==> config.mk <==
export PLATFORM = sky130hd
export DESIGN_NAME = spindle_stim_top
export DESIGN_NICKNAME = d
export VERILOG_FILES = /design/src/hw/sp_pkg.sv /design/src/hw/wave_if.sv /design/src/hw/sim_rate_ctrl.sv /design/src/hw/pipe_word_packer.sv /design/src/hw/wave_buffer.sv /design/src/hw/spindle_stim_top.sv
export SDC_FILE = /design/constraint.sdc
export NUM_CORES = 1
export LEC_CHECK = 0
export BUFFER_PORTS_ARGS = -buffer_cell sky130_fd_sc_hd__buf_2
export CORE_ASPECT_RATIO = 1.1
export CORE_MARGIN = 2
export CORE_UTILIZATION = 38
export DETAILED_ROUTE_END_ITERATION = 10
export GPL_ROUTABILITY_DRIVEN = 1
export PLACE_DENSITY = 0.63
export SYNTH_ARGS = -nofsm -noshare
export SYNTH_HDL_FRONTEND = slang
export SYNTH_HIERARCHICAL = 1
export SYNTH_SLANG_ARGS = --single-unit
export TNS_END_PERCENT = 20
==> constraint.sdc <==
create_clock -name ep50trig -period 4.7 [get_ports ep50trig]
set_input_delay 0 -clock ep50trig [delete_from_list [all_inputs] [get_ports ep50trig]]
set_output_delay 0 -clock ep50trig [all_outputs]
set_load 0.05 [all_outputs]
==> src/hw/sp_pkg.sv <==
`default_nettype none

package sp_pkg;

    //////////////////////////////////////////////////
    // widths
    //////////////////////////////////////////////////
    // host pipe and trigger words are 16 bits
    localparam int PIPE_W = 16;
    // one waveform sample is a float, two pipe words
    localparam int SAMPLE_W = 2 * PIPE_W;
    // rate half-count, wide enough for 2*half+1
    localparam int HALF_CNT_W = 18;

    //////////////////////////////////////////////////
    // waveform buffer geometry
    //////////////////////////////////////////////////
    localparam int WAVE_ADDR_W = 5;
    localparam int WAVE_DEPTH = 1 << WAVE_ADDR_W;

    // half-count after global reset, tick every 8 cycles
    localparam int DEFAULT_HALF_CNT = 3;

    typedef logic [PIPE_W-1:0] pipe_word_t;
    typedef logic [SAMPLE_W-1:0] sample_t;
    typedef logic [HALF_CNT_W-1:0] half_cnt_t;
    typedef logic [WAVE_ADDR_W-1:0] wave_addr_t;
    // one bit more than the address so a full buffer is representable
    typedef logic [WAVE_ADDR_W:0] wave_count_t;

    // playback control
    typedef enum logic {
        WAIT_SAMPLES,
        PLAYING
    } ctrl_state_t;

endpackage

`default_nettype wire

==> src/hw/wave_if.sv <==
`timescale 1ns/100ps
`default_nettype none

interface wave_if
    import sp_pkg::*;
();

    // write side, from the packer
    logic        wr_en;
    wave_addr_t  wr_addr;
    sample_t     wr_data;
    // number of samples stored so far
    wave_count_t count;

    // read side, from the controller
    logic        rd_en;
    wave_addr_t  rd_addr;

    modport packer (
        output wr_en,
        output wr_addr,
        output wr_data,
        output count
    );

    modport ctrl (
        input  count,
        output rd_en,
        output rd_addr
    );

    modport buffer (
        input  wr_en,
        input  wr_addr,
        input  wr_data,
        input  rd_en,
        input  rd_addr
    );

endinterface

`default_nettype wire

==> src/hw/sim_rate_ctrl.sv <==
`timescale 1ns/100ps
`default_nettype none

module sim_rate_ctrl
    import sp_pkg::*;
(
    input  logic       ep50trig,
    input  logic       reset_global,
    input  logic       i_reset_sim,
    input  logic       i_rate_load,
    input  pipe_word_t i_rate_word,
    output logic       o_sim_tick,
    wave_if.ctrl       wave
);

    half_cnt_t   half_cnt;
    half_cnt_t   cycle_cnt;
    half_cnt_t   period_last;
    logic        sim_tick;
    ctrl_state_t state;
    wave_addr_t  rd_ptr;
    wave_count_t rd_ptr_inc;

    //////////////////////////////////////////////////
    // rate register and tick generator
    //////////////////////////////////////////////////

    // last count value of a period, 2*(half+1)-1
    // half is loaded from 16 bits so the shift never overflows
    assign period_last = {half_cnt[HALF_CNT_W-2:0], 1'b1};

    always_ff @(posedge ep50trig)
    begin
        if (reset_global)
        begin
            half_cnt <= half_cnt_t'(DEFAULT_HALF_CNT);
            cycle_cnt <= '0;
            sim_tick <= 1'b0;
        end
        else if (i_rate_load)
        begin
            // new rate, restart the period from here
            half_cnt <= half_cnt_t'(i_rate_word);
            cycle_cnt <= '0;
            sim_tick <= 1'b0;
        end
        else if (cycle_cnt == period_last)
        begin
            cycle_cnt <= '0;
            sim_tick <= 1'b1;
        end
        else
        begin
            cycle_cnt <= cycle_cnt + 1'b1;
            sim_tick <= 1'b0;
        end
    end

    // sim reset leaves the rate and the counter running
    assign o_sim_tick = sim_tick;

    //////////////////////////////////////////////////
    // playback FSM and read pointer
    //////////////////////////////////////////////////

    // pointer one ahead, in count width for the wrap test
    assign rd_ptr_inc = wave_count_t'(rd_ptr) + 1'b1;

    always_ff @(posedge ep50trig)
    begin
        if (reset_global || i_reset_sim)
        begin
            state <= WAIT_SAMPLES;
            rd_ptr <= '0;
        end
        else
        begin
            case (state)
                WAIT_SAMPLES:
                begin
                    // first packed sample has landed
                    if (wave.count != '0)
                        state <= PLAYING;
                end
                PLAYING:
                begin
                    if (sim_tick)
                    begin
                        // wrap at the number of stored samples
                        if (rd_ptr_inc == wave.count)
                            rd_ptr <= '0;
                        else
                            rd_ptr <= rd_ptr + 1'b1;
                    end
                end
                default:
                    state <= WAIT_SAMPLES;
            endcase
        end
    end

    // pop one sample per tick while playing
    assign wave.rd_en = sim_tick && (state == PLAYING);
    assign wave.rd_addr = rd_ptr;

endmodule

`default_nettype wire

==> src/hw/pipe_word_packer.sv <==
`timescale 1ns/100ps
`default_nettype none

module pipe_word_packer
    import sp_pkg::*;
(
    input  logic       ep50trig,
    input  logic       reset_global,
    input  logic       i_reset_sim,
    input  logic       i_pipe_write,
    input  pipe_word_t i_pipe_data,
    wave_if.packer     wave
);

    // 0 waits for low word, 1 waits for high word
    logic        phase;
    pipe_word_t  low_word;
    logic        wr_en_q;
    sample_t     sample_q;
    wave_count_t sample_count;
    logic        buf_full;

    assign buf_full = (sample_count == wave_count_t'(WAVE_DEPTH));

    //////////////////////////////////////////////////
    // pairing and count
    //////////////////////////////////////////////////
    always_ff @(posedge ep50trig)
    begin
        if (reset_global || i_reset_sim)
        begin
            phase <= 1'b0;
            wr_en_q <= 1'b0;
            sample_count <= '0;
        end
        else
        begin
            // write issued last cycle, bump the count now
            if (wr_en_q)
                sample_count <= sample_count + 1'b1;
            // second word of a pair starts a write
            wr_en_q <= i_pipe_write && !buf_full && phase;
            // words against a full buffer are dropped
            if (i_pipe_write && !buf_full)
                phase <= ~phase;
        end
    end

    // payload only, no reset
    always_ff @(posedge ep50trig)
    begin
        if (i_pipe_write && !phase)
            low_word <= i_pipe_data;
        if (i_pipe_write && phase)
            sample_q <= {i_pipe_data, low_word};
    end

    // next free slot is the current count
    assign wave.wr_en = wr_en_q;
    assign wave.wr_addr = sample_count[WAVE_ADDR_W-1:0];
    assign wave.wr_data = sample_q;
    assign wave.count = sample_count;

endmodule

`default_nettype wire

==> src/hw/wave_buffer.sv <==
`timescale 1ns/100ps
`default_nettype none

module wave_buffer
    import sp_pkg::*;
(
    input  logic    ep50trig,
    input  logic    reset_global,
    input  logic    i_reset_sim,
    wave_if.buffer  wave,
    output sample_t o_wave
);

    // stored waveform, written once per packed pair
    sample_t mem [WAVE_DEPTH];
    sample_t wave_q;

    //////////////////////////////////////////////////
    // write port
    //////////////////////////////////////////////////
    always_ff @(posedge ep50trig)
    begin
        if (wave.wr_en)
            mem[wave.wr_addr] <= wave.wr_data;
    end

    //////////////////////////////////////////////////
    // registered read port
    //////////////////////////////////////////////////
    always_ff @(posedge ep50trig)
    begin
        if (reset_global || i_reset_sim)
        begin
            // output reads zero until the first pop
            wave_q <= '0;
        end
        else if (wave.rd_en)
        begin
            // sample shows one cycle after the tick
            wave_q <= mem[wave.rd_addr];
        end
    end

    // holds between pops
    assign o_wave = wave_q;

endmodule

`default_nettype wire

==> src/hw/spindle_stim_top.sv <==
`timescale 1ns/100ps
`default_nettype none

module spindle_stim_top
    import sp_pkg::*;
(
    input  logic       ep50trig,
    input  logic       reset_global,
    input  logic       i_reset_sim,
    input  logic       i_rate_load,
    input  pipe_word_t i_rate_word,
    input  logic       i_pipe_write,
    input  pipe_word_t i_pipe_data,
    output logic       o_sim_tick,
    output sample_t    o_wave
);

    //////////////////////////////////////////////////
    // buffer bus between packer, controller, memory
    //////////////////////////////////////////////////
    wave_if wave_bus ();

    // rate register, tick and playback pointer
    sim_rate_ctrl sim_rate_ctrl_i (
        .ep50trig     (ep50trig),
        .reset_global (reset_global),
        .i_reset_sim  (i_reset_sim),
        .i_rate_load  (i_rate_load),
        .i_rate_word  (i_rate_word),
        .o_sim_tick   (o_sim_tick),
        .wave         (wave_bus.ctrl)
    );

    // host pipe words, two per sample
    pipe_word_packer pipe_word_packer_i (
        .ep50trig     (ep50trig),
        .reset_global (reset_global),
        .i_reset_sim  (i_reset_sim),
        .i_pipe_write (i_pipe_write),
        .i_pipe_data  (i_pipe_data),
        .wave         (wave_bus.packer)
    );

    // sample store and waveform output
    wave_buffer wave_buffer_i (
        .ep50trig     (ep50trig),
        .reset_global (reset_global),
        .i_reset_sim  (i_reset_sim),
        .wave         (wave_bus.buffer),
        .o_wave       (o_wave)
    );

endmodule

`default_nettype wire

# Word-level counts from Yosys, hierarchy flattened
# Memory sizes are Yosys's and may differ from the RTL's. A register that Yosys moved wholly into a read port is not among the register bits.
# Cells that the tools add are included.
[word_totals]
regBits = 97
ram_bits = 1024
out_inout_bits = 33
mem_count = 1
[memory_table]
columns = ["memory", "depth", "width", "rd", "rd_clocked_by_memory_dff", "write_ports", "line", "source"]
rows = [
  ["wave_buffer_i.mem", 32, 32, 1, 1, 1, "wave_buffer.sv:15", "sample_t mem [WAVE_DEPTH];"],
]
[classes]
add_sub_neg = 4
n_eq_ne = 3
muxes = 6
bitwise = 1
reduce_logical = 12
[op_table]
columns = ["operator", "count"]
rows = [
  ["18-bit by 1-bit adder with 18-bit output, second input constant", 1],
  ["18-bit by 17-bit equality test with 1-bit output", 1],
  ["5-bit by 1-bit adder with 6-bit output, second input constant", 1],
  ["6-bit by 1-bit adder with 6-bit output, second input constant", 1],
  ["6-bit equality test", 1],
  ["6-bit equality test, second input constant", 1],
  ["6-bit nonzero test", 1],
  ["5-bit by 1-bit adder with 5-bit output, second input constant", 1],
  ["1-bit logical AND", 5],
  ["1-bit two-way mux", 5],
  ["5-bit two-way mux", 1],
  ["3-bit OR reduction", 1],
  ["1-bit logical NOT", 2],
  ["2-bit AND reduction", 1],
  ["2-bit OR reduction", 1],
  ["1-bit logical OR", 1],
  ["1-bit inverter", 1],
]

# Depth between registers and ports, before layout
[logic_depth]
ltp_word = 4
mapped_depth = 8
ltp_nobuf = 6

# Modules after synthesis
# Netlist, hierarchy kept.
[by_module_without_submodules]
columns = ["mod", "instances", "cells_each", "area_each_um2", "seq_area_each_um2"]
rows = [
  ["wave_buffer", 1, 2239, 40755.3, 31390.1],
  ["sim_rate_ctrl", 1, 215, 1970.6, 820.8],
  ["pipe_word_packer", 1, 94, 1849.3, 1601.5],
]

# Worst setup path after synthesis
# OpenSTA, ideal clock, no wires.
[synth_path]
path_kind = "register to register"
startpoint = "register pipe_word_packer_i.sample_count[1] (netlist: pipe_word_packer_i/wave.count[1])"
endpoint = "memory wave_buffer_i/mem[12][0] in the netlist's numbering (enable)"
setup_ps = 421
arrival_ps = 2517
t_required_ps = 4279
slack_ps = 1762
stages_incl_launch_ff = 5
n_path_buf = 2
synth_period_minus_slack_ps = 2938
cell_sequence = "dfxtp_1 buf_4 or3b_2 clkbuf_1 nor2_1"
[synth_rtl]
columns = ["item", "line", "source"]
rows = [
  ["from (decl)", "pipe_word_packer.sv:20", "wave_count_t sample_count;"],
  ["from (signal assigned)", "pipe_word_packer.sv:40", "sample_count <= sample_count + 1'b1;"],
  ["to (decl)", "wave_buffer.sv:15", ""],
]
# Straight into the memory's write port.

==> metrics.sh <==
SYN_AREA_MM2=0.0446
POWER_DENSITY_mW_PER_MM2=396
GLOBAL_ROUTE_WIRE_LENGTH_BEFORE_REPAIR_UM=165000
P_INT_mW=16.4
SYNTH_TOP_CELLS_BY_COUNT='sky130_fd_sc_hd__edfxtp_1, sky130_fd_sc_hd__mux2i_1, sky130_fd_sc_hd__a22oi_1, sky130_fd_sc_hd__a21oi_1, sky130_fd_sc_hd__dfxtp_1'
PLACEMENT_ROWS=131
SYN_TO_FINAL_GROWTH_PCT=15.1
CLOCK-SINKS=1153
SYNTH.YOSYS.WARNINGS=6
UNREPAIRED_SETUP_ENDPOINTS_AFTER_GLOBAL_ROUTING='false'
SKEW_NS=0.0205
DIEAREA_MM2=0.120
POWER_mW=20.3
TIMING.FINAL.SETUP_VIOLATIONS=0
NUMBER_OF_H_TREE_LEVELS=3
VIA_COUNT=24200
MAXIMUM_NUMBER_OF_PINS_ON_ONE_NET_BEFORE_GLOBAL_ROUTE_REPAIR=129
SWITCHING_POWER_mW=3.94
DRT_PASS1_ITERATIONS=6
PORT_BUFFERS=69
CRITICAL_PATH_CLASS='reg2reg'
ROOT_BUFFER='sky130_fd_sc_hd__clkbuf_16'
POST-CTS-SETUP-BUFFER-COUNT=0
POWER.STATIC_LEAKAGE_nW=15.3
STATUS='complete, no violations'
PLACE_CONGESTION=0.801
HOLD_PATH_CLASS='in2reg'
HOLD_VIOL_FINAL=0
CLKPWRFRAC_PCT=44.2
SYN-MEAN-INSTANCE-AREA_UM2=17.5
MULTI_INPUT_COMB_AREA_MM2=0.0101
GRT_PASS1_VIAS=24500
DP.FINAL_HPWL_UM=65900
NUM_IO_PINS=70
SYNTH-ASYNC-RESET-RATIO_PCT=0
POSTSYNTHREGISTERBITS=1153
POSTLAYOUTSETUPSLACKWORST_NS=1.71
FINISH.INSTANCE_AREA_MM2=0.0513
PLACEMENT.SETUP.WORST_SLACK_NS=1.73
MAXCLOCKFREQUENCY_MHz=335
SYNTH.TOP_CELL.AREA_SHARE_PCT=72.2
SYNTH_TOP_FLOP_CELL='sky130_fd_sc_hd__edfxtp_1'
SYNTH_ENABLE_FLOP_CELLS=1072
MIN_PERIOD_NS=2.99
TOP_POST_SYNTHESIS_CELLS_BY_AREA='sky130_fd_sc_hd__edfxtp_1, sky130_fd_sc_hd__mux2i_1, sky130_fd_sc_hd__a22oi_1'
SEQ_POWER_SHARE_PCT=55.0
CRITPATHSLOWESTCELL='sky130_fd_sc_hd__dfxtp_4'
SETUP-TNS-FINAL_NS=0
GRT_ANTENNA_BEFORE_REPAIR=8
POST_SYNTH_NUM_CELL_TYPES=45
TIMING.FINAL.CRIT_SHARE_PCT=63.6
YOSYS.CELL_COUNT.TOP_TYPE='sky130_fd_sc_hd__edfxtp_1'
FILLERINSTANCES=9912
TIMING_WORST_SLEW_PIN_VALUE_NS=1.38
MAPPEDNETLISTNETS=2589
ROUTED_VIA_DENSITY=5.54
CORE_REGION_AREA_MM2=0.116
SYN_INST=2548
IR_WORST_VDD_mV=0.306
DIE_Y_UM=363
INITIAL_UTILIZATION_PCT=38.4
CELL_CHAIN_OF_THE_CRITICAL_PATH='buf_4 -> buf_4 -> mux2i_1 -> a22oi_1 -> a21oi_1 -> or4_1 -> a21oi_1'
WORST_SETUP_HOLD_PATH_CLK_SLEW_NS=0.06
POST-SYNTH-TOP-AREA-CELL='sky130_fd_sc_hd__edfxtp_1'
FINAL_LAYOUT_SIZE_SUFFIX_GT1_SHARE_PCT=13.3
CRIT_PATH_MAX_FANOUT=33
TRITONCTS='built'
TRITONCTS.NUM_BUFFERS=115
STARTPOINT_TYPE='register'
SLOWEST_DELAY_NS=0.77
GRT.TOTAL_USAGE_PCT=18.9
POWER.SHARE.SWITCHING_PCT=19.4
REQUIRED_NS=5.31
CLOCK_TREE.BUFFER_DEPTH=3
COMBINATIONALPOWERSHARE_PCT=0.8
REGAREA_MM2=0.0338
DRT.ANTENNA.VIOLATING_NETS=0
DETAIL_ROUTE.DRC_VIOLATIONS=0
STARTPOINT_OF_THE_LOWEST_SLACK_HOLD_PATH='i_pipe_data[15]'
SYNTH.YOSYS.SEQ_AREA_SHARE_PCT=75.9
SETUP.WORST_PATH.END_CLASS='register'
GR-TOTAL-OVERFLOW=0
WIRE_PER_INST_UM=26.4
WORSTREG2REGSTART='sim_rate_ctrl_i/wave.rd_addr[0]'
FINALMAXSLEWVIOLATIONS=0
CRIT_ARRIVAL_NS=3.60
CLK_LATENCY_NS=0.70
DIE_W_UM=331
CRITICAL_PATH.STARTPOINT='sim_rate_ctrl_i/wave.rd_addr[0]'
MAX_SLEW_MARGIN_PCT=7.59
FIN_NETS=2766
CAP_VIOLATIONS=0
PLACEMENT.CELL_AREA_MM2=0.0469
ROUTED_WIRELENGTH_UM=115000
DETAIL_ROUTE.ITER0.VIOLATIONS=2653
[logic make-up after synthesis]
family	synth area share (%)
mux	11.9
flops	75.9
xor+xnor	0.845
compound gates	6.80
simple gates	2.26
buf+inv	2.23
fa+ha+maj	0.112
[layer usage]
metal / wire length [um] / vias up / share of wire, % / GRT usage, %
met3: 8540 / 220 / 7.4 / 3.25
li1: - / 10500 / - / -
met4: 4610 / 2 / 4.0 / 8.31
met5: 13 / - / 0.011 / 0
met1: 46100 / 12400 / 40 / 24.6
met2: 55600 / 1025 / 48 / 31.2
[cell type report]
class / count / share of cell area [%]
sequential: 1153 / 65.9
multi-input combinational: 1235 / 19.6
clock buffer: 143 / 6.01
tap: 1529 / 3.73
timing repair buffer: 213 / 3.47
clock inverter: 73 / 1.25
inverter: 7 / 0.0512
antenna: 3 / 0.0146
[metrics by stage]
| step | cells | hold WS, ns | utilization [%] |
|---|---|---|---|
| finish | 4356 | 0.0425 | 44.2 |
| global route | 4354 | 0.0411 | 44.2 |
| CTS | 4352 | 0.00870 | 44.1 |
| detailed placement | 4069 | 0.194 | 40.4 |
| global placement | 4069 | 0.191 | 40.4 |
| floorplan | 2548 | 0.0989 | - |
[repair_timing]
| action | in CTS | in global routing |
|---|---|---|
| gates resized for setup | 0 | 0 |
| hold buffers | 67 | 0 |
| endpoints found under the hold margin | 106 | 0 |
[cell usage in the layout (no fill, tap or decap), types with 36 or more instances in the layout]
cell type / count
sky130_fd_sc_hd__edfxtp_1: 1072
sky130_fd_sc_hd__mux2i_1: 530
sky130_fd_sc_hd__a22oi_1: 257
sky130_fd_sc_hd__a21oi_1: 165
sky130_fd_sc_hd__clkbuf_16: 116
sky130_fd_sc_hd__dfxtp_1: 80
sky130_fd_sc_hd__buf_2: 69
sky130_fd_sc_hd__dlygate4sd3_1: 67
sky130_fd_sc_hd__buf_4: 62
sky130_fd_sc_hd__nor2_1: 46
sky130_fd_sc_hd__o21ai_0: 36
[path summary, 6_finish.rpt]
check                                        end  slack, ns  depth (start not counted)
max                      wave_buffer_i/o_wave[3]       1.71                          7
min          pipe_word_packer_i/wave.wr_data[31]       0.04                          2
max reg2reg              wave_buffer_i/o_wave[3]       1.71                          7
min reg2reg   pipe_word_packer_i/wave.wr_data[9]       0.42                          0
[power by group through the flow]
stage / clock [mW] / combinational (mW) / sequential [mW]
floorplan: 0 / 0.0491 / 11.4
global placement: 0 / 0.104 / 11.4
detailed placement: 0 / 0.107 / 11.4
CTS: 9.14 / 0.156 / 11.2
global route: 9.55 / 0.168 / 11.2
finish: 8.99 / 0.157 / 11.2
[registers in the layout, indices dropped and copies added (netlist names)]
name and flops:
pipe_word_packer_i/low_word 16, pipe_word_packer_i/phase 1, pipe_word_packer_i/wave.count 6, pipe_word_packer_i/wave.wr_data 32
pipe_word_packer_i/wave.wr_en 1, sim_rate_ctrl_i/cycle_cnt 18, sim_rate_ctrl_i/half_cnt 16, sim_rate_ctrl_i/o_sim_tick 1
sim_rate_ctrl_i/state 1, sim_rate_ctrl_i/wave.rd_addr 5, wave_buffer_i/mem 1024, wave_buffer_i/o_wave 32
[worst max-delay path, delay by kind of cell (launching register included)]
family                 cells  cell delay, ns
DFF                        1            0.77
muxes                      1            0.13
buffers and inverters      2            0.90
and+or+nand+nor            1            0.55
AOI/OAI and AO/OA          3            0.53
No activity file was read; power rests on OpenSTA's default activity.
